$ cat config.mk
export PLATFORM = sky130hd
export DESIGN_NAME = issue_window
export DESIGN_NICKNAME = d
export VERILOG_FILES = /design/src/logic/isa_pkg.sv /design/src/logic/pipe_pkg.sv /design/src/logic/issue_window.sv
export VERILOG_INCLUDE_DIRS = /design/src /design/src/include
export SDC_FILE = /design/constraint.sdc
export NUM_CORES = 1
export LEC_CHECK = 0
export BUFFER_PORTS_ARGS = -buffer_cell sky130_fd_sc_hd__buf_2
export CORE_MARGIN = 8
export CORE_UTILIZATION = 51
export DETAILED_ROUTE_END_ITERATION = 12
export PLACE_DENSITY = 0.9
export REMOVE_ABC_BUFFERS = 1
export SLEW_MARGIN = 40
export SYNTH_ARGS = -nofsm -noshare
export SYNTH_HDL_FRONTEND = slang
export SYNTH_SLANG_ARGS = --single-unit
$ cat constraint.sdc
create_clock -name clk -period 3.43 [get_ports clk]
set_input_delay 0.343 -clock clk [delete_from_list [all_inputs] [get_ports clk]]
set_output_delay 0.343 -clock clk [all_outputs]
set_load 0.01 [all_outputs]
$ cat src/include/core_defs.svh
`ifndef CORE_DEFS_SVH
`define CORE_DEFS_SVH

// datapath
`define CORE_XLEN 32
`define CORE_NREG 32
`define CORE_RADDR_W 5
`define CORE_IMM_W 16

// wait window entries
`define CORE_WIN_DEPTH 3

// identical integer lanes
`define CORE_N_LANES 2

// issue to lane result for a multiply
`define CORE_MUL_CYCLES 4

`endif

$ cat src/logic/isa_pkg.sv
`include "core_defs.svh"

package isa_pkg;

	typedef enum logic [3:0] {
		NOP  = 4'd0,
		ADD  = 4'd1,
		SUB  = 4'd2,
		AND  = 4'd3,
		OR   = 4'd4,
		XOR  = 4'd5,
		SLL  = 4'd6,
		SRL  = 4'd7,
		ADDI = 4'd8,
		LUI  = 4'd9,
		MUL  = 4'd10
	} op_e;

	// decoded operation of 35 bits
	typedef struct packed {
		op_e                     op;
		logic [`CORE_RADDR_W-1:0] ds;
		logic [`CORE_RADDR_W-1:0] dt;
		logic [`CORE_RADDR_W-1:0] dd;
		logic [`CORE_IMM_W-1:0]   imm;
	} uop_t;

	function automatic logic uses_ds(input op_e op);
		return !(op == NOP || op == LUI);
	endfunction

	// addi takes its second operand from imm
	function automatic logic uses_dt(input op_e op);
		return !(op == NOP || op == LUI || op == ADDI);
	endfunction

endpackage

$ cat src/logic/pipe_pkg.sv
`include "core_defs.svh"

package pipe_pkg;

	typedef struct packed {
		logic          valid;
		isa_pkg::uop_t uop;
	} win_entry_t;

	// operands already read, so the lane never touches the register file
	typedef struct packed {
		logic                     valid;
		isa_pkg::op_e             op;
		logic [`CORE_RADDR_W-1:0] dd;
		logic [`CORE_XLEN-1:0]    ds_val;
		logic [`CORE_XLEN-1:0]    dt_val;
		logic [`CORE_IMM_W-1:0]   imm;
	} lane_req_t;

	// lane result and writeback element of 38 bits
	typedef struct packed {
		logic                     valid;
		logic [`CORE_RADDR_W-1:0] addr;
		logic [`CORE_XLEN-1:0]    data;
	} wb_t;

endpackage

$ cat src/logic/issue_window.sv
`timescale 1ns/1ps
`include "core_defs.svh"

module issue_window (
	input  logic                       clk,
	input  logic                       rstn,
	input  isa_pkg::uop_t              i_uop [2],
	input  logic [1:0]                 i_vld,
	input  logic [`CORE_WIN_DEPTH-1:0] i_issued,
	output pipe_pkg::win_entry_t       o_entries [`CORE_WIN_DEPTH],
	output logic                       o_busy
);
	import isa_pkg::*;
	import pipe_pkg::*;

	localparam int DEPTH = `CORE_WIN_DEPTH;
	localparam int IDX_W = $clog2(DEPTH);
	localparam int CNT_W = $clog2(DEPTH + 3);

	win_entry_t nxt [DEPTH];
	logic [CNT_W-1:0] fill;
	logic [1:0] acc;

	// nops are taken from the source but never stored
	always_comb begin
		for (int s = 0; s < 2; s++) begin
			acc[s] = i_vld[s] && !o_busy && i_uop[s].op != NOP;
		end
	end

	// compact survivors toward slot 0, then append in slot order
	always_comb begin
		fill = '0;
		for (int k = 0; k < DEPTH; k++) begin
			nxt[k] = '0;
		end
		for (int k = 0; k < DEPTH; k++) begin
			if (o_entries[k].valid && !i_issued[k]) begin
				nxt[fill[IDX_W-1:0]] = o_entries[k];
				fill = fill + 1'b1;
			end
		end
		for (int s = 0; s < 2; s++) begin
			if (acc[s]) begin
				if (fill < DEPTH) begin
					nxt[fill[IDX_W-1:0]] = '{valid: 1'b1, uop: i_uop[s]};
				end
				fill = fill + 1'b1;
			end
		end
	end

	always_ff @(posedge clk) begin
		if (!rstn) begin
			for (int k = 0; k < DEPTH; k++) begin
				o_entries[k].valid <= 1'b0;
			end
			o_busy <= 1'b0;
		end else begin
			for (int k = 0; k < DEPTH; k++) begin
				o_entries[k] <= nxt[k];
			end
			// low busy guarantees room for a full pair next cycle
			o_busy <= fill > DEPTH - 2;
		end
	end

	a_no_overflow: assert property (@(posedge clk) disable iff (!rstn)
		fill <= DEPTH);

endmodule

==> reports/metrics.csv <==
metric,value,unit
wire_per_inst,23.30,µm
r2r_slack,400,ps
critPathMaxStageDelay,430,ps
hold_end,o_entries[90],
cts_tree,yes,
die_x,132.7,µm
place.detailed.hpwl,14290,µm
status,"finished, final reports clean",
fin_crit,3031,ps
critPathSlowestCell,nor3b_1,
async_reset_ff_share,0,%
grt_setup_unrepaired,false,
p_comb_share,26.9,%
p_sw,1156,µW
clockBufferDepth,2,
power.leakage,0.004063,µW
rows,42,
holdPathStages,3,
root_buffer,clkbuf_16,
cts_htree_levels,3,
hp-class,in2reg,
grt_overflow,0,
fmax,329.9,MHz
max_slew.worst_pin.slew,764.7,ps
cp_data_required_time,3620,ps
grt_pass1_vias,6150,
rr_worst_depth,11,
final_cell_mix,"buf_2, mux2i_1, edfxtp_1",
dieHeight,132.7,µm
setup.worst_path.end_class,flip-flop,
ant_nets,0,
power_density,448.1,nW/µm²
top_usage_layer,met2,
finClkSkew,4.203,ps
post_cts_buffers,0,
cp_max_fo,20,
intPower,2556,µW
cts_buffers,9,
cp-start-kind,flip-flop,
drive_gt1_share,31.26,%
synthCells,586,
ios,186,
vias,6101,
antenna_found_initial,1,
finalCritPeriodShare,88.36,%
pre_cts_ws,415.7,ps
portBuffers,185,
start_util,52.21,%
path_cells,nor2b_4 > clkinv_1 > ha_1 > nor3b_1 > nor2_1 > xnor2_1 > inv_1 > ha_1 > nand3_2 > buf_4 > mux2i_1,
synth_edf_count,105,
seq_power_share,47.2,%
fillers,1076,
slew_headroom,49.02,%
hold_start,i_uop[18],
setup-violations-final,0,
clock-sinks,109,
nets,832,
drt-initial-drc-count,1007,
area_growth,19.32,%
core,13300,µm²
rr_endpoint,o_entries[2],
worst_slack,399.1,ps
grt_use_met2,38.34,%
clockPowerShare,26.0,%
synth.yosys.warnings,0,
wirelength,21690,µm
synth.avg_cell_area,11.85,µm²
seq_area_frac_synth,46.58,%
die-area,17600,µm²
grt_use_total,23.63,%
switching_share,31.14,%
firstDrtPassIters,9,
cts_resized,0,
hold_slack,354.8,ps
path_clk_slew,70,ps
final_common_cell,buf_2,
grt_max_degree,57,
drc_errors,0,
cts_hold_buf,0,
path_class,reg2reg,
r2r-start,o_entries[71],
ys_seq_elements,109,
ir_drop,0.0002689,V
antenna_cells,0,
worst_path_most_repeated_cell,ha_1,
worstPathArrival,3220,ps
slew_viol_final,0,
synth_cell_types,45,
routabilityCongestion,0.9110,
ys.flop_type,edfxtp_1,
drv_cap,0,
synth_area,6942,µm²
use_met1,29.46,%
grt_pass1_wl,33690,µm
post_drt_via_cell_ratio,6.553,
hold_viol,0,
clock_latency,350,ps
grt_use_met3,6.813,%
[area by class of cell]
class | instances | area, µm² | share of cell area (%)
inverter | 41 | 153.9 | 1.858
clock inverter | 6 | 30.03 | 0.3625
sequential | 109 | 3233 | 39.03
tap | 176 | 220.2 | 2.659
multi-input combinational | 382 | 3228 | 38.97
clock buffer | 10 | 229.0 | 2.764
timing repair buffer | 207 | 1189 | 14.35
[sequential cells by signal, indices dropped and copies added (netlist names)]
signal	count
o_busy	1
o_entries	108
[worst max-delay path by stage]
stage | startpoint | end | slack (ps) | cells after the start
global route | o_entries[71] | o_entries[11] | 170 | 11
floorplan | o_entries[107] | o_entries[100] | -2960 | 8
detailed placement | i_issued[1] | o_entries[2] | 420 | 12
finish | o_entries[71] | o_entries[2] | 400 | 11
global placement | i_issued[1] | o_entries[11] | 490 | 12
CTS | o_entries[71] | o_entries[25] | 440 | 11
[per-layer routing]
metal  vias to the layer above  part of all wire [%]
met1                      2894                    39
met3                        32                    12
li1                       2677                     -
met4                         2                   1.4
met2                       496                    48
met5                         -                 0.046
[power by group through the flow]
| stage | sequential (µW) | clock [µW] | combinational [µW] |
|---|---|---|---|
| detailed placement | 1780 | 0 | 988 |
| global route | 1760 | 1030 | 1060 |
| CTS | 1750 | 980 | 991 |
| floorplan | 1820 | 0 | 525 |
| finish | 1750 | 963 | 997 |
| global placement | 1770 | 0 | 964 |
[synthesized netlist by cell type, types with 3 or more instances]
cell | count | area (µm²)
mux2i_1 | 141 | 1411
edfxtp_1 | 105 | 3153
nand3_1 | 43 | 215.2
a21oi_1 | 40 | 200.2
inv_1 | 40 | 150.1
a222oi_1 | 35 | 350.3
a22oi_1 | 35 | 262.8
a2bb2oi_1 | 35 | 306.5
clkbuf_1 | 27 | 101.4
buf_2 | 10 | 50.05
buf_12 | 9 | 180.2
nor2_1 | 6 | 22.52
ha_1 | 5 | 62.56
nand2_1 | 5 | 18.77
dfxtp_1 | 4 | 80.08
o21ai_0 | 4 | 20.02
buf_6 | 3 | 33.78
nor2b_1 | 3 | 18.77
nor3_1 | 3 | 15.01
xnor2_1 | 3 | 26.28
[through the flow]
step                TNS [ps]  instances  instance area (µm²)  power, µW  utilization (%)
floorplan            -280460        532                 6543       2347                -
detailed placement         0        915                 8016       2763            60.30
finish                     0        931                 8283       3712            62.30
global placement           0        914                 7989       2734            60.09
CTS                        0        931                 8275       3718            62.24
global route               0        931                 8283       3852            62.30
[worst max-delay path, delay by kind of cell (launching register included)]
family	cells	cell delay (ps)
and+or+nand+nor	4	810
adders and majority gates	2	590
buffers and inverters	3	520
DFF	1	390
xor gates and xnor gates	1	280
muxes	1	260
[kinds of logic after synthesis]
| kind of cell | Yosys count | synth area share [%] |
|---|---|---|
| buffers and inverters | 95 | 7.967 |
| adders and majority gates | 5 | 0.9012 |
| xor gates and xnor gates | 3 | 0.3786 |
| and+or+nand+nor | 74 | 6.020 |
| muxes | 142 | 20.49 |
| AOI/OAI and AO/OA | 158 | 17.66 |
| DFF | 109 | 46.58 |
No activity file was read; power rests on OpenSTA's default activity.
