$ cat src/include/core_defs.svh
`ifndef CORE_DEFS_SVH
`define CORE_DEFS_SVH

// datapath
`define CORE_XLEN 32
`define CORE_NREG 32
`define CORE_RADDR_W 5
`define CORE_IMM_W 16

// wait window entries
`define CORE_WIN_DEPTH 3

// identical integer lanes
`define CORE_N_LANES 2

// issue to lane result for a multiply
`define CORE_MUL_CYCLES 4

`endif

$ cat src/logic/isa_pkg.sv
`include "core_defs.svh"

package isa_pkg;

	typedef enum logic [3:0] {
		NOP  = 4'd0,
		ADD  = 4'd1,
		SUB  = 4'd2,
		AND  = 4'd3,
		OR   = 4'd4,
		XOR  = 4'd5,
		SLL  = 4'd6,
		SRL  = 4'd7,
		ADDI = 4'd8,
		LUI  = 4'd9,
		MUL  = 4'd10
	} op_e;

	// decoded operation of 35 bits
	typedef struct packed {
		op_e                     op;
		logic [`CORE_RADDR_W-1:0] ds;
		logic [`CORE_RADDR_W-1:0] dt;
		logic [`CORE_RADDR_W-1:0] dd;
		logic [`CORE_IMM_W-1:0]   imm;
	} uop_t;

	function automatic logic uses_ds(input op_e op);
		return !(op == NOP || op == LUI);
	endfunction

	// addi takes its second operand from imm
	function automatic logic uses_dt(input op_e op);
		return !(op == NOP || op == LUI || op == ADDI);
	endfunction

endpackage

$ cat src/logic/pipe_pkg.sv
`include "core_defs.svh"

package pipe_pkg;

	typedef struct packed {
		logic          valid;
		isa_pkg::uop_t uop;
	} win_entry_t;

	// operands already read, so the lane never touches the register file
	typedef struct packed {
		logic                     valid;
		isa_pkg::op_e             op;
		logic [`CORE_RADDR_W-1:0] dd;
		logic [`CORE_XLEN-1:0]    ds_val;
		logic [`CORE_XLEN-1:0]    dt_val;
		logic [`CORE_IMM_W-1:0]   imm;
	} lane_req_t;

	// lane result and writeback element of 38 bits
	typedef struct packed {
		logic                     valid;
		logic [`CORE_RADDR_W-1:0] addr;
		logic [`CORE_XLEN-1:0]    data;
	} wb_t;

endpackage

$ cat src/logic/exec_lane.sv
`timescale 1ns/1ps
`include "core_defs.svh"

module exec_lane (
	input  logic                clk,
	input  logic                rstn,
	input  pipe_pkg::lane_req_t i_req,
	output pipe_pkg::wb_t       o_result,
	output logic                o_lane_busy
);
	import isa_pkg::*;
	import pipe_pkg::*;

	localparam int CH_W = `CORE_XLEN / `CORE_MUL_CYCLES;
	localparam int CNT_W = $clog2(`CORE_MUL_CYCLES + 1);
	localparam int PAD_W = `CORE_XLEN - `CORE_IMM_W;
	localparam int SH_W = $clog2(`CORE_XLEN);

	logic [CNT_W-1:0] mul_cnt;
	logic [`CORE_XLEN-1:0] mul_acc;
	logic [`CORE_XLEN-1:0] mul_a;
	logic [`CORE_XLEN-1:0] mul_b;
	logic [`CORE_XLEN-1:0] mul_sum;
	logic [`CORE_RADDR_W-1:0] mul_dd;
	logic [`CORE_XLEN-1:0] alu_val;
	logic [`CORE_XLEN-1:0] imm_sext;
	logic mul_start;

	assign mul_start = i_req.valid && i_req.op == MUL;
	// free again on the edge that delivers the product
	assign o_lane_busy = mul_start || mul_cnt > 1;

	// one CH_W slice of the multiplier per cycle
	assign mul_sum = mul_acc + mul_a * mul_b[CH_W-1:0];
	assign imm_sext = {{PAD_W{i_req.imm[`CORE_IMM_W-1]}}, i_req.imm};

	always_comb begin
		case (i_req.op)
			ADD:     alu_val = i_req.ds_val + i_req.dt_val;
			SUB:     alu_val = i_req.ds_val - i_req.dt_val;
			AND:     alu_val = i_req.ds_val & i_req.dt_val;
			OR:      alu_val = i_req.ds_val | i_req.dt_val;
			XOR:     alu_val = i_req.ds_val ^ i_req.dt_val;
			SLL:     alu_val = i_req.ds_val << i_req.dt_val[SH_W-1:0];
			SRL:     alu_val = i_req.ds_val >> i_req.dt_val[SH_W-1:0];
			ADDI:    alu_val = i_req.ds_val + imm_sext;
			LUI:     alu_val = {i_req.imm, {PAD_W{1'b0}}};
			default: alu_val = '0;
		endcase
	end

	always_ff @(posedge clk) begin
		if (!rstn) begin
			mul_cnt <= '0;
			o_result.valid <= 1'b0;
		end else begin
			o_result.valid <= 1'b0;
			if (mul_cnt != 0) begin
				mul_acc <= mul_sum;
				mul_a <= mul_a << CH_W;
				mul_b <= mul_b >> CH_W;
				mul_cnt <= mul_cnt - 1'b1;
				if (mul_cnt == 1) begin
					o_result <= '{valid: mul_dd != '0, addr: mul_dd, data: mul_sum};
				end
			end
			if (mul_start) begin
				// low slice taken right away
				mul_acc <= i_req.ds_val * i_req.dt_val[CH_W-1:0];
				mul_a <= i_req.ds_val << CH_W;
				mul_b <= i_req.dt_val >> CH_W;
				mul_dd <= i_req.dd;
				mul_cnt <= CNT_W'(`CORE_MUL_CYCLES - 1);
			end else if (i_req.valid) begin
				o_result <= '{valid: i_req.dd != '0, addr: i_req.dd, data: alu_val};
			end
		end
	end

	a_req_idle: assert property (@(posedge clk) disable iff (!rstn)
		i_req.valid |-> mul_cnt < 2);

endmodule

$ cat config.mk
export PLATFORM = sky130hd
export DESIGN_NAME = exec_lane
export DESIGN_NICKNAME = d
export VERILOG_FILES = /design/src/logic/isa_pkg.sv /design/src/logic/pipe_pkg.sv /design/src/logic/exec_lane.sv
export VERILOG_INCLUDE_DIRS = /design/src /design/src/include
export SDC_FILE = /design/constraint.sdc
export NUM_CORES = 2
export LEC_CHECK = 0
export ABC_CLOCK_PERIOD_IN_PS = 7450
export BUFFER_PORTS_ARGS = -buffer_cell sky130_fd_sc_hd__buf_2
export CORE_UTILIZATION = 61
export CTS_CLUSTER_DIAMETER = 120
export DETAILED_ROUTE_END_ITERATION = 8
export PLACE_DENSITY = 0.77
export SYNTH_ARGS = -nofsm -noshare
export SYNTH_HDL_FRONTEND = slang
export SYNTH_SLANG_ARGS = --single-unit
$ cat constraint.sdc
create_clock -name clk -period 7.45 [get_ports clk]
set_input_delay 0.3725 -clock clk [delete_from_list [all_inputs] [get_ports clk]]
set_output_delay 0.3725 -clock clk [all_outputs]
set_load 0.05 [all_outputs]
==> impl_summary.log <==
[metrics] DP Area: 25400 um^2
[metrics] post-synthesis sequential element count: 126
[metrics] total CTS buffers: 17
[metrics] Longest Clk Path Bufs: 2
[metrics] vias per std cell: 6.75
[metrics] crit path time final: 7.02 ns
[metrics] post-placement cell count: 3485
[metrics] gate count of the mapped netlist: 2949
[metrics] net count after synthesis: 3503
[metrics] layout overhead on the synthesized area: 7.63%
[metrics] height of the chip: 201 um
[metrics] initial DRC count: 3207
[metrics] Starting Density: 62.3%
[metrics] root buffer cell: clkbuf_16
[metrics] outcome: finished clean
[metrics] die outline area: 40500 um^2
[metrics] final critical-path share of the clock period: 94.3%
[metrics] number of standard-cell rows in the floorplan: 72
[metrics] tightest slew margin relative to the limit: 18.4%
[metrics] fraction of post-synthesis cell area in the top cell type by area: 22.0%
[metrics] source-to-sink clock delay at the later pin of the worst-skew pair: 0.47 ns
[metrics] Post-synth top flop: edfxtp_1
[metrics] number of iterations in the first detailed-routing pass: 6
[metrics] most area-consuming cells after synthesis: fa_1 22%, edfxtp_1 15%, ha_1 10%
[metrics] number of max-slew violations in the final report: 0
[metrics] Via Count: 23812
[metrics] half-perimeter wire length after detailed placement: 74300 um
[metrics] share of synthesized area occupied by flip-flops and latches: 15.4%
[metrics] highest fanout seen on the critical path: 16
[metrics] # fillers: 3247
[metrics] Core Box Area: 38900 um^2
[metrics] number of enable flip-flop cells after synthesis: 122
[metrics] Worst Path Class, Setup: flip-flop to flip-flop
[metrics] number of buffers inserted by port buffering: 130
[metrics] pin count of the biggest net entering global routing: 86
[metrics] kind of start point of the critical path: flip-flop
[metrics] nature of the critical path endpoint: flip-flop
[metrics] clock input transition at the sequential cells of the worst setup and hold paths: 0.07 ns
[metrics] number of hold buffers added after cts: 0
[metrics] first-pass GRT wire length: 140000 um
[metrics] Setup TNS Final: 0 ns
[metrics] clock tree from TritonCTS: done
[metrics] Async S/R FF share, synth: 0%
[metrics] WP data arrival: 7.35 ns
[metrics] clock skew after layout: 0.0236 ns
[metrics] max-cap violations: 0
[metrics] routed length per instance: 26.6 um
[metrics] distinct cell type count of the synthesized netlist: 75
[metrics] initial antenna violation count: 8
[metrics] count of endpoints failing setup in the final report: 0
[metrics] total wire length after detailed routing: 94000 um
[metrics] slew at the pin with the worst max-slew slack: 1.22 ns
[metrics] final antenna-violating net count: 0
[metrics] via count of the first global-routing pass: 23007
[metrics] Netlist Area Pre-Place: 24200 um^2
[metrics] net total in the final layout: 3548
[metrics] most common cell after layout, fill and taps aside: nand2_1
[metrics] non-filler cells in the finished layout: 3528
[metrics] max frequency: 142 MHz
[metrics] last weighted congestion value of the routability-driven placer: 1.08
[metrics] count of final hold-check violations: 0
[metrics] warnings from Yosys: 0
[metrics] Yosys top cell by area: fa_1
[metrics] worst hold-check slack: 0.122 ns
[metrics] chip width: 201 um
[metrics] maximum level of the CTS H-tree: 4
[metrics] count of clock tree sinks: 126
[metrics] remaining global-route overflow: 0
[metrics] fraction of final layout cells sized beyond drive strength 1: 9.01%
[metrics] Post-Layout Inst Area: 26100 um^2
[metrics] required time at the endpoint of the critical path: 7.78 ns
[metrics] most frequent cells in the layout: 400 x nand2_1, 300 x nor2_1, 299 x inv_1
[metrics] global router's overall resource usage: 46.2%
[metrics] IO Count: 131
[metrics] post-route DRC violation count: 0
[metrics] Post-Syn Area per Cell: 8.22 um^2
[metrics] class of the tightest hold or removal check: primary input to flip-flop
[per-layer routing]
| metal | GRT usage [%] | share of wire [%] |
|---|---|---|
| met3 | 11.8 | 13 |
| met2 | 69.9 | 43 |
| met5 | 0 | 0.088 |
| met1 | 59.9 | 37 |
| met4 | 27.7 | 6.9 |
[state kept, by name (all words and copies together), names as in the netlist]
name,cells
mul_a,24
mul_dd,5
mul_acc,32
o_result,38
mul_cnt,3
mul_b,24
[worst max-delay path, stage by stage, from the launching register on]
cell and delay [ns]:
edfxtp_1 0.47, buf_4 0.25, and2_1 0.17, fa_1 0.51, fa_1 0.51, fa_1 0.49, inv_1 0.05, fa_1 0.47
inv_1 0.04, ha_1 0.22, or4_1 0.54, a31oi_2 0.28, o21ai_0 0.17, a21oi_1 0.25, o21bai_1 0.08, a21oi_1 0.18
xnor2_1 0.09, ha_1 0.24, o41ai_4 0.39, o21ai_0 0.17, o41a_1 0.39, a31o_2 0.28, xnor3_1 0.36, o21ai_0 0.15
nor2b_1 0.14
[kinds of logic after synthesis]
| kind of cell | Yosys count | synth area share [%] |
|---|---|---|
| AND/OR/NAND/NOR | 992 | 18.4 |
| AO/OA/AOI/OAI | 688 | 18.3 |
| buffers and inverters | 479 | 7.43 |
| adder cells (fa/ha/maj) | 462 | 32.1 |
| flip-flops | 126 | 15.4 |
| XOR/XNOR | 113 | 4.14 |
| multiplexers | 89 | 4.25 |
[final timing paths]
path                           start                endpoint  slack [ns]  cells after the start
max reg2reg       mul_b[2]$_DFFE_PP_  o_result[31]$_DFFE_PP_        0.43                     24
max               mul_b[2]$_DFFE_PP_  o_result[31]$_DFFE_PP_        0.43                     24
min reg2reg  mul_b[19]$_SDFFCE_PN0P_     mul_b[11]$_DFFE_PP_        0.56                      2
min                        i_req[83]     mul_dd[3]$_DFFE_PP_        0.12                      1
[metrics by stage]
step | setup slack (ns) | util [%]
final | 0.426 | 67.0
after global routing | -0.0193 | 67.0
after CTS | 0.220 | 66.8
after detailed placement | 0.276 | 65.3
after global placement | 0.360 | 65.3
after floorplan | 0.836 | -
[final cells by class]
cell class | instances | area (um^2) | share of cell area, %
Inverter | 306 | 1150 | 4.40
Clock inverter | 14 | 148 | 0.566
Tap cell | 518 | 648 | 2.48
Sequential cell | 126 | 3740 | 14.4
Timing Repair Buffer | 199 | 1170 | 4.49
Multi-Input combinational cell | 2344 | 18800 | 72.0
Antenna cell | 3 | 7.51 | 0.0288
Clock buffer | 18 | 429 | 1.65
[what timing repair did]
item | CTS | global route
setup buffers | 0 | 8
endpoints found under the setup margin | 0 | 3
resized for setup | 0 | 4
[cells in the mapped netlist (11+ instances only)]
cell	count
nand2b_1	18
a22oi_1	14
clkbuf_1	142
o211ai_1	23
a221o_1	15
mux2i_1	76
nand3_1	21
o21a_1	13
or3_1	12
nand2_1	401
a31oi_1	24
mux4_2	11
and2_1	127
buf_1	28
a211oi_1	24
a221oi_1	44
o2111ai_1	15
nor3_1	44
ha_1	196
o22ai_1	28
o21bai_1	14
o31ai_1	11
fa_1	266
edfxtp_1	122
a211o_1	14
xor2_1	37
nor2_1	301
inv_1	300
a21oi_1	157
a21o_1	33
o21ai_0	198
xnor2_1	75
Power is left out: the tool's default activity adds up to more than one toggle a clock period on the data nets, which glitch-free logic cannot reach.
