--- src/include/core_defs.svh ---
`ifndef CORE_DEFS_SVH
`define CORE_DEFS_SVH

// datapath
`define CORE_XLEN 32
`define CORE_NREG 32
`define CORE_RADDR_W 5
`define CORE_IMM_W 16

// wait window entries
`define CORE_WIN_DEPTH 3

// identical integer lanes
`define CORE_N_LANES 2

// issue to lane result for a multiply
`define CORE_MUL_CYCLES 4

`endif

--- src/logic/isa_pkg.sv ---
`include "core_defs.svh"

package isa_pkg;

	typedef enum logic [3:0] {
		NOP  = 4'd0,
		ADD  = 4'd1,
		SUB  = 4'd2,
		AND  = 4'd3,
		OR   = 4'd4,
		XOR  = 4'd5,
		SLL  = 4'd6,
		SRL  = 4'd7,
		ADDI = 4'd8,
		LUI  = 4'd9,
		MUL  = 4'd10
	} op_e;

	// decoded operation of 35 bits
	typedef struct packed {
		op_e                     op;
		logic [`CORE_RADDR_W-1:0] ds;
		logic [`CORE_RADDR_W-1:0] dt;
		logic [`CORE_RADDR_W-1:0] dd;
		logic [`CORE_IMM_W-1:0]   imm;
	} uop_t;

	function automatic logic uses_ds(input op_e op);
		return !(op == NOP || op == LUI);
	endfunction

	// addi takes its second operand from imm
	function automatic logic uses_dt(input op_e op);
		return !(op == NOP || op == LUI || op == ADDI);
	endfunction

endpackage

--- src/logic/pipe_pkg.sv ---
`include "core_defs.svh"

package pipe_pkg;

	typedef struct packed {
		logic          valid;
		isa_pkg::uop_t uop;
	} win_entry_t;

	// operands already read, so the lane never touches the register file
	typedef struct packed {
		logic                     valid;
		isa_pkg::op_e             op;
		logic [`CORE_RADDR_W-1:0] dd;
		logic [`CORE_XLEN-1:0]    ds_val;
		logic [`CORE_XLEN-1:0]    dt_val;
		logic [`CORE_IMM_W-1:0]   imm;
	} lane_req_t;

	// lane result and writeback element of 38 bits
	typedef struct packed {
		logic                     valid;
		logic [`CORE_RADDR_W-1:0] addr;
		logic [`CORE_XLEN-1:0]    data;
	} wb_t;

endpackage

--- src/logic/issue_select.sv ---
`timescale 1ns/1ps
`include "core_defs.svh"

module issue_select (
	input  logic                       clk,
	input  logic                       rstn,
	input  pipe_pkg::win_entry_t       i_entries [`CORE_WIN_DEPTH],
	input  logic [`CORE_XLEN-1:0]      i_ds_val [`CORE_WIN_DEPTH],
	input  logic [`CORE_XLEN-1:0]      i_dt_val [`CORE_WIN_DEPTH],
	input  logic [`CORE_N_LANES-1:0]   i_lane_busy,
	input  pipe_pkg::wb_t              i_release [`CORE_N_LANES],
	output logic [`CORE_WIN_DEPTH-1:0] o_issued,
	output pipe_pkg::lane_req_t        o_req [`CORE_N_LANES]
);
	import isa_pkg::*;
	import pipe_pkg::*;

	localparam int DEPTH = `CORE_WIN_DEPTH;
	localparam int LANES = `CORE_N_LANES;
	localparam int IDX_W = $clog2(DEPTH);

	logic [`CORE_NREG-1:0] sb;
	logic [`CORE_NREG-1:0] sb_eff;
	logic [`CORE_NREG-1:0] rel_m;
	logic [`CORE_NREG-1:0] set_m;
	logic [`CORE_NREG-1:0] src_m [DEPTH];
	logic [`CORE_NREG-1:0] dd_m [DEPTH];
	logic [DEPTH-1:0] eligible;
	logic [LANES-1:0] sel_vld;
	logic [IDX_W-1:0] sel_idx [LANES];

	// r0 never enters the scoreboard
	always_comb begin
		for (int k = 0; k < DEPTH; k++) begin
			src_m[k] = '0;
			dd_m[k] = '0;
			if (uses_ds(i_entries[k].uop.op)) begin
				src_m[k][i_entries[k].uop.ds] = 1'b1;
			end
			if (uses_dt(i_entries[k].uop.op)) begin
				src_m[k][i_entries[k].uop.dt] = 1'b1;
			end
			dd_m[k][i_entries[k].uop.dd] = 1'b1;
			src_m[k][0] = 1'b0;
			dd_m[k][0] = 1'b0;
		end
	end

	always_comb begin
		rel_m = '0;
		for (int l = 0; l < LANES; l++) begin
			if (i_release[l].valid) begin
				rel_m[i_release[l].addr] = 1'b1;
			end
		end
	end

	assign sb_eff = sb & ~rel_m;

	// raw, waw and war against every older waiting entry
	always_comb begin
		logic [`CORE_NREG-1:0] older_src;
		logic [`CORE_NREG-1:0] older_dd;
		older_src = '0;
		older_dd = '0;
		for (int k = 0; k < DEPTH; k++) begin
			eligible[k] = i_entries[k].valid
				&& ((src_m[k] | dd_m[k]) & sb_eff) == '0
				&& (src_m[k] & older_dd) == '0
				&& (dd_m[k] & (older_dd | older_src)) == '0;
			if (i_entries[k].valid) begin
				older_src = older_src | src_m[k];
				older_dd = older_dd | dd_m[k];
			end
		end
	end

	// oldest entry gets the lowest free lane
	always_comb begin
		logic [LANES-1:0] lane_free;
		logic taken;
		lane_free = ~i_lane_busy;
		o_issued = '0;
		for (int l = 0; l < LANES; l++) begin
			sel_vld[l] = 1'b0;
			sel_idx[l] = '0;
		end
		for (int k = 0; k < DEPTH; k++) begin
			taken = 1'b0;
			for (int l = 0; l < LANES; l++) begin
				if (eligible[k] && !taken && lane_free[l]) begin
					lane_free[l] = 1'b0;
					sel_vld[l] = 1'b1;
					sel_idx[l] = IDX_W'(k);
					o_issued[k] = 1'b1;
					taken = 1'b1;
				end
			end
		end
	end

	always_comb begin
		set_m = '0;
		for (int k = 0; k < DEPTH; k++) begin
			if (o_issued[k]) begin
				set_m = set_m | dd_m[k];
			end
		end
	end

	always_ff @(posedge clk) begin
		if (!rstn) begin
			sb <= '0;
		end else begin
			sb <= sb_eff | set_m;
		end
	end

	always_ff @(posedge clk) begin
		if (!rstn) begin
			for (int l = 0; l < LANES; l++) begin
				o_req[l].valid <= 1'b0;
			end
		end else begin
			for (int l = 0; l < LANES; l++) begin
				o_req[l].valid <= sel_vld[l];
				o_req[l].op <= i_entries[sel_idx[l]].uop.op;
				o_req[l].dd <= i_entries[sel_idx[l]].uop.dd;
				o_req[l].imm <= i_entries[sel_idx[l]].uop.imm;
				o_req[l].ds_val <= i_ds_val[sel_idx[l]];
				o_req[l].dt_val <= i_dt_val[sel_idx[l]];
			end
		end
	end

	// every lane result frees a register that was marked at issue
	a_sb_release: assert property (@(posedge clk) disable iff (!rstn)
		(rel_m & ~sb) == '0);

endmodule

--- config.mk ---
export PLATFORM = sky130hd
export DESIGN_NAME = issue_select
export DESIGN_NICKNAME = d
export VERILOG_FILES = /design/src/logic/isa_pkg.sv /design/src/logic/pipe_pkg.sv /design/src/logic/issue_select.sv
export VERILOG_INCLUDE_DIRS = /design/src /design/src/include
export SDC_FILE = /design/constraint.sdc
export NUM_CORES = 1
export LEC_CHECK = 0
export BUFFER_PORTS_ARGS = -buffer_cell sky130_fd_sc_hd__buf_2
export CORE_AREA = 2 2 216 218
export CTS_CLUSTER_DIAMETER = 60
export DETAILED_ROUTE_END_ITERATION = 7
export DIE_AREA = 0 0 218 220
export SYNTH_ARGS = -nofsm -noshare
export SYNTH_HDL_FRONTEND = slang
export SYNTH_SLANG_ARGS = --single-unit
--- constraint.sdc ---
create_clock -name clk -period 6.5 [get_ports clk]
set_clock_uncertainty 0.1 [all_clocks]
set_input_delay 1.3 -clock clk [delete_from_list [all_inputs] [get_ports clk]]
set_output_delay 1.3 -clock clk [all_outputs]
set_load 0.01 [all_outputs]
==> key figures, run 1 <==
Timing
  • Post-route setup TNS: 0 ns
  • Max Slew Vio Count: 0
  • Tmin final: approximately 6.4 ns
  • Final Cycle Share: between 90% and 100%
  • FMAX: about 0.16 GHz
  • Final Hold Violating Endpoints: 0
  • RSZ-0062 raised after global routing: no
  • Max_slew headroom: around 14%
  • Final-report setup violation count: 0
  • Worst Tran Pin Value: around 1.3 ns

Critical path
  • CP max-delay cell: or4_1
  • Worst reg-to-reg setup slack: around 2.4 ns
  • Startpoint types: input pin
  • Worst flop-to-flop path startpoint: sb[21]
  • Worst-path fanout max: 10
  • Worst EP required: around 5 ns
  • Reg2reg end: o_req[41]
  • Setup CP Type: input pin to output port
  • Critical Path, Cell by Cell: buf_2 -> nor2_1 -> buf_4 -> nand2_1 -> o22ai_1 -> or4_1 -> nor4_1 -> buf_4 -> nand4_1 -> o41ai_1 -> buf_4 -> and4bb_2 -> o21a_1 -> buf_2
  • Worst Path Arrival: 5.01 ns
  • CP endpoint kind: output port
  • Reg2reg path depth: 13
  • Critical path's most frequent cell: buf_4
  • CP peak stage delay: 0.54 ns

Clock tree
  • Htree depth: 1
  • Clock sink total: 211
  • Postcts setup bufs: 0
  • Root buf cell: clkbuf_16
  • Clk_lat worst skew: 0.55 ns
  • CTS tree: yes
  • Reg clk slew, reported paths: roughly 0.06 ns
  • Bufs on Longest Clock Path: 3
  • TritonCTS Buffers: 25

Floorplanning
  • Num rows: approximately 80
  • Die area: between 40000 and 50000 um^2
  • Die Y: approximately 220 um
  • Core Area: about 46000 um^2
  • Die X-Extent: around 220 um
  • Starting Density: 38.8%
  • Top Ports: between 500 and 600

Min path
  • Hold depth: 4
  • Hold Crit Class: flop to flop
  • Hold_sp: sb[22]
  • Hold Crit Endpoint: sb[22]

Synth
  • Net Count, Synth: around 2200
  • Syn Inst Count: approximately 1800
  • Post-synth top area cell: edfxtp_1
  • Yosys warns: 0
  • Synth cell types: between 80 and 90
  • Top cells by area, synth: edfxtp_1, mux2_2, dfxtp_1, o211ai_1, nand2_1
  • Yosys top cell area share: approximately 30%
  • Sequential area share after synthesis: between 30% and 40%
  • Avg Inst Size Synth: approximately 9.7 um^2
  • Synthesized flop and latch total: 211
  • Ys async rst share: 0%
  • Number of synthesized flops with an enable pin: 178
  • Ys flop type: edfxtp_1
  • Synthesized cell area: about 18000 um^2

Run status
  • Status: finished clean

GRT
  • Gr ovfl total: 0
  • Wire length of the first global-routing pass: ~160000 um
  • Total GRT Usage: 47.4%
  • Largest net degree at the start of global routing: around 160
  • Number of global-route vias before repair: a little over 20000
  • Initial antenna violation count: 15

Place
  • Area post-placement: between 20000 and 25000 um^2
  • DP Wirelength: 95200 um
  • Port bufs: about 500
  • GPL Wtd Cong: 1.08

Cells and area
  • Nets: 2895
  • Layout cells sized above 1: approximately 48%
  • Most common cell after layout, fill and taps aside: buf_2
  • Most frequent cells in the layout: buf_2, mux2_2, buf_4
  • Area Overhead vs Synth: 33.8%
  • Design Area, Final: ~24000 um^2

Run
  • Max Cap Violations: 0

Power and ir drop
  • Overall Power: about 4.3 mW
  • Pwr/cell area: between 150 and 200 nW/um^2
  • Lkg Pwr: 8.93 nW
  • Peak VDD IR: 270 uV

Detailed routing
  • Initial DRC count: around 3000
  • Number of remaining DRC errors: 0
  • DR vias/cell: about 6.8
  • DRT Wirelength: between 100000 and 150000 um
  • Vias: ~22000
  • WL/cell: ~37 um
  • Antenna viol nets, final: 0
  • DRT Pass-1 Iters: 7
==> power breakdown <==
part	internal, mW	leakage, nW	switching (mW)
clock	0.782	0.376	0.594
sequential	1.60	2.01	0.0587
combinational	0.516	6.54	0.765
==> critical path, delay by kind of cell <==
kind                   cells  cell delay (ns)
AOI/OAI and AO/OA          3             0.67
and+or+nand+nor            6             2.00
buffers and inverters      5             1.01
==> cell families after synthesis <==
group	count (synthesis)	share of synthesized area, %
and+or+nand+nor	533	16.2
muxes	356	22.5
xor gates and xnor gates	13	0.640
AOI/OAI and AO/OA	554	22.8
adders and majority gates	1	0.0563
DFF	211	33.8
buffers and inverters	166	4.01
==> flip-flops by register name, indices dropped and copies added, names as in the netlist <==
signal and cells:
o_req 180, sb 31
==> cell usage after synthesis (38+ instances only) <==
cell	number
mux2_2	328
edfxtp_1	178
nand2_1	149
clkbuf_1	87
nor2_1	82
o211ai_1	82
a21oi_1	75
nand3_1	52
o21ai_0	49
o221ai_1	46
buf_2	45
a32oi_1	38
o22ai_1	38
==> through the flow <==
step | std cells | worst slack (ns) | hold WS [ns] | util, %
2_1_floorplan | 1834 | 1.29 | 0.533 | -
3_3_place_gp | 3095 | 0.113 | 0.630 | 50.2
3_5_place_dp | 3095 | 0.226 | 0.647 | 50.2
4_1_cts | 3138 | 0.190 | 0.655 | 51.8
5_1_grt | 3144 | 0.0117 | 0.691 | 51.9
6_report | 3148 | 0.0865 | 0.669 | 51.9
==> area by class of cell <==
class,count,area [um^2]
inverter,12,45.0
clock buffer,27,633
clock inverter,16,139
tap,607,759
sequential,211,6010
timing repair buffer,808,5090
antenna,10,25.0
fill,4165,22100
multi-input combinational,1457,11100
==> metal layers <==
metal	track usage [%]	share of wire, %	vias to the layer above
met4	32.3	8.3	14
met5	0	0.17	-
li1	-	-	8758
met1	58.6	37	10500
met3	14.8	12	480
met2	70.4	43	1808
==> what timing repair did <==
item | in CTS | in global routing
gates resized for setup | 0 | 1
hold buffers | 0 | 0
endpoints found under the setup margin | 0 | 1
==> how the worst max path moves through the flow <==
stage	from	endpoint
6_report	i_entries[17]	o_issued[2]
5_1_grt	i_entries[34]	o_issued[2]
4_1_cts	i_entries[104]	o_issued[2]
3_5_place_dp	i_entries[104]	o_issued[2]
3_3_place_gp	i_entries[104]	o_issued[2]
2_1_floorplan	i_entries[104]	o_issued[1]
Power figures use the tool's default switching activity.
==> run 2: changes to the inputs <==
Settings changed: GPL_TIMING_DRIVEN from default to 0.
==> run 2 against run 1 <==
  * The flow now finishes with violations (capacitance limit, setup timing)
  * Sequential share of layout area rose by 1.7 points
  * Combinational power decreased by 5%
  * Critical path type unchanged
  * Critical path depth decreased by 1
  * Non-clock buffer count down 156
==> key figures, run 2 (synthesis gave the netlist of run 1 again) <==
Run status
  • Status: finished with violations
  • Failing checks: capacitance limit, setup timing

Timing
  • Worst Tran Pin Value: 1.49 ns
  • Max_slew headroom: less than 1%
  • Final-report setup violation count: 16
  • Tmin final: 6.63 ns
  • Final Hold Violating Endpoints: 0
  • Max Slew Vio Count: 0
  • Final Worst Setup Slack: -0.131 ns
  • RSZ-0062 raised after global routing: no
  • Final Cycle Share: 102%
  • FMAX: roughly 0.15 GHz

Detailed routing
  • Number of remaining DRC errors: 0
  • DRT Wirelength: 121000 um
  • WL/cell: slightly above 40 um
  • DR vias/cell: roughly 7
  • Antenna viol nets, final: 0
  • Vias: between 20000 and 25000
  • Initial DRC count: between 3000 and 4000
  • DRT Pass-1 Iters: 6

Clock tree
  • Htree depth: 1
  • Clock sink total: roughly 210
  • Clk_lat worst skew: ~0.56 ns
  • Bufs on Longest Clock Path: 3
  • CTS Hold Buffers Added: 0
  • Root buf cell: clkbuf_16
  • CTS tree: yes
  • TritonCTS Buffers: 26
  • Reg clk slew, reported paths: 0.06 ns

Critical path
  • CP peak stage delay: 0.59 ns
  • Critical path's most frequent cell: buf_2
  • Critical Path, Cell by Cell: buf_2 -> clkbuf_2 -> nor2_1 -> clkbuf_1 -> nand2_2 -> o22ai_1 -> nor3_1 -> o2111ai_1 -> o41ai_4 -> nand3_2 -> and4bb_4 -> o21a_1 -> buf_2
  • Startpoint types: input pin
  • Worst-path fanout max: 10
  • CP endpoint kind: output port
  • Worst Path Arrival: between 5 and 6 ns
  • CP max-delay cell: o41ai_4
  • Setup CP Type: input pin to output port
  • Worst EP required: between 5 and 6 ns

Place
  • GPL Wtd Cong: ~1.1
  • Setup WS pre-CTS: -1.50 ns
  • Area post-placement: around 21000 um^2
  • DP Wirelength: just under 100000 um
  • Placed cell count: between 2000 and 3000
  • Port bufs: approximately 490

Cells and area
  • Nets: 2740
  • Design Area, Final: 22300 um^2
  • Top Registers: o_req x180, sb x31
  • Fin cells: ~3000
  • Biggest register: o_req
  • Most common cell after layout, fill and taps aside: buf_2
  • Area Overhead vs Synth: 25.6%
  • Number of flip-flops in the largest register: 180
  • Most frequent cells in the layout: buf_2, mux2_2, edfxtp_1
  • Layout cells sized above 1: roughly 43%
  • Final Util: between 40% and 50%

Min path
  • Hold Crit Class: flop to flop

GRT
  • Number of global-route vias before repair: around 20000
  • Largest net degree at the start of global routing: 116
  • Gr ovfl total: 0
  • Total GRT Usage: just under 50%
  • Wire length of the first global-routing pass: around 160000 um
  • Initial antenna violation count: 26

Power and ir drop
  • Lkg Pwr: about 8.0 nW
  • Peak VDD IR: about 220 uV
  • Pwr/cell area: just under 200 nW/um^2

Floorplanning
  • Core Area: ~46000 um^2
  • Die X-Extent: about 220 um
  • Die area: 48000 um^2
  • Starting Density: between 30% and 40%
  • Top Ports: between 500 and 600
  • Die Y: 220 um
  • Num rows: 79

Run
  • Max Cap Violations: 1
==> run 2: worst paths after layout <==
path / startpoint / endpoint / slack [ns] / cells past startpoint
max: i_entries[53] / o_issued[2] / -0.13 / 13
min: sb[25] / sb[25] / 0.77 / 3
max reg2reg: sb[21] / o_req[117] / 1.80 / 13
min reg2reg: sb[25] / sb[25] / 0.77 / 3
==> run 2: layer usage <==
metal,global-route usage [%],part of all wire (%),vias to the layer above
li1,-,-,8464
met1,57.9,35,10500
met2,72.1,43,1972
met3,16.2,13,521
met4,33.4,8.5,16
met5,1.98,0.18,-
==> run 2: critical path, delay by kind of cell <==
kind                   cells  cell delay [ns]
and+or+nand+nor            5             1.71
AOI/OAI and AO/OA          4             1.19
buffers and inverters      4             1.01
==> run 2: metrics by stage <==
stage	power, mW	TNS [ns]	hold slack, ns
floorplan	2.23	0	0.533
global placement	2.79	-280.44	0.752
detailed placement	2.80	-247.83	0.756
CTS	4.23	0	0.764
global route	4.37	0	0.811
finish	4.29	-0.613	0.772
==> run 2: area by class of cell <==
type / instances / area (um^2)
antenna: 14 / 35.0
buffer: 151 / 674
clock buffer: 37 / 723
clock inverter: 9 / 95.1
fill: 4387 / 23500
inverter: 12 / 45.0
multi-input combinational: 1457 / 11400
sequential: 211 / 6010
tap: 607 / 759
timing repair buffer: 501 / 2570
==> run 2: timing repair <==
item,CTS,global route
pin swaps,4,6
resized for setup,55,27
buffers inserted,4,7
endpoints found under the setup margin,212,74
==> run 2: power by group <==
part           total (mW)  switching (mW)  leakage, nW  internal [mW]
clock network        1.43           0.609        0.400          0.817
logic                1.21           0.771         5.55          0.440
registers            1.66          0.0575         2.01           1.60
total                4.29            1.44         7.96           2.86
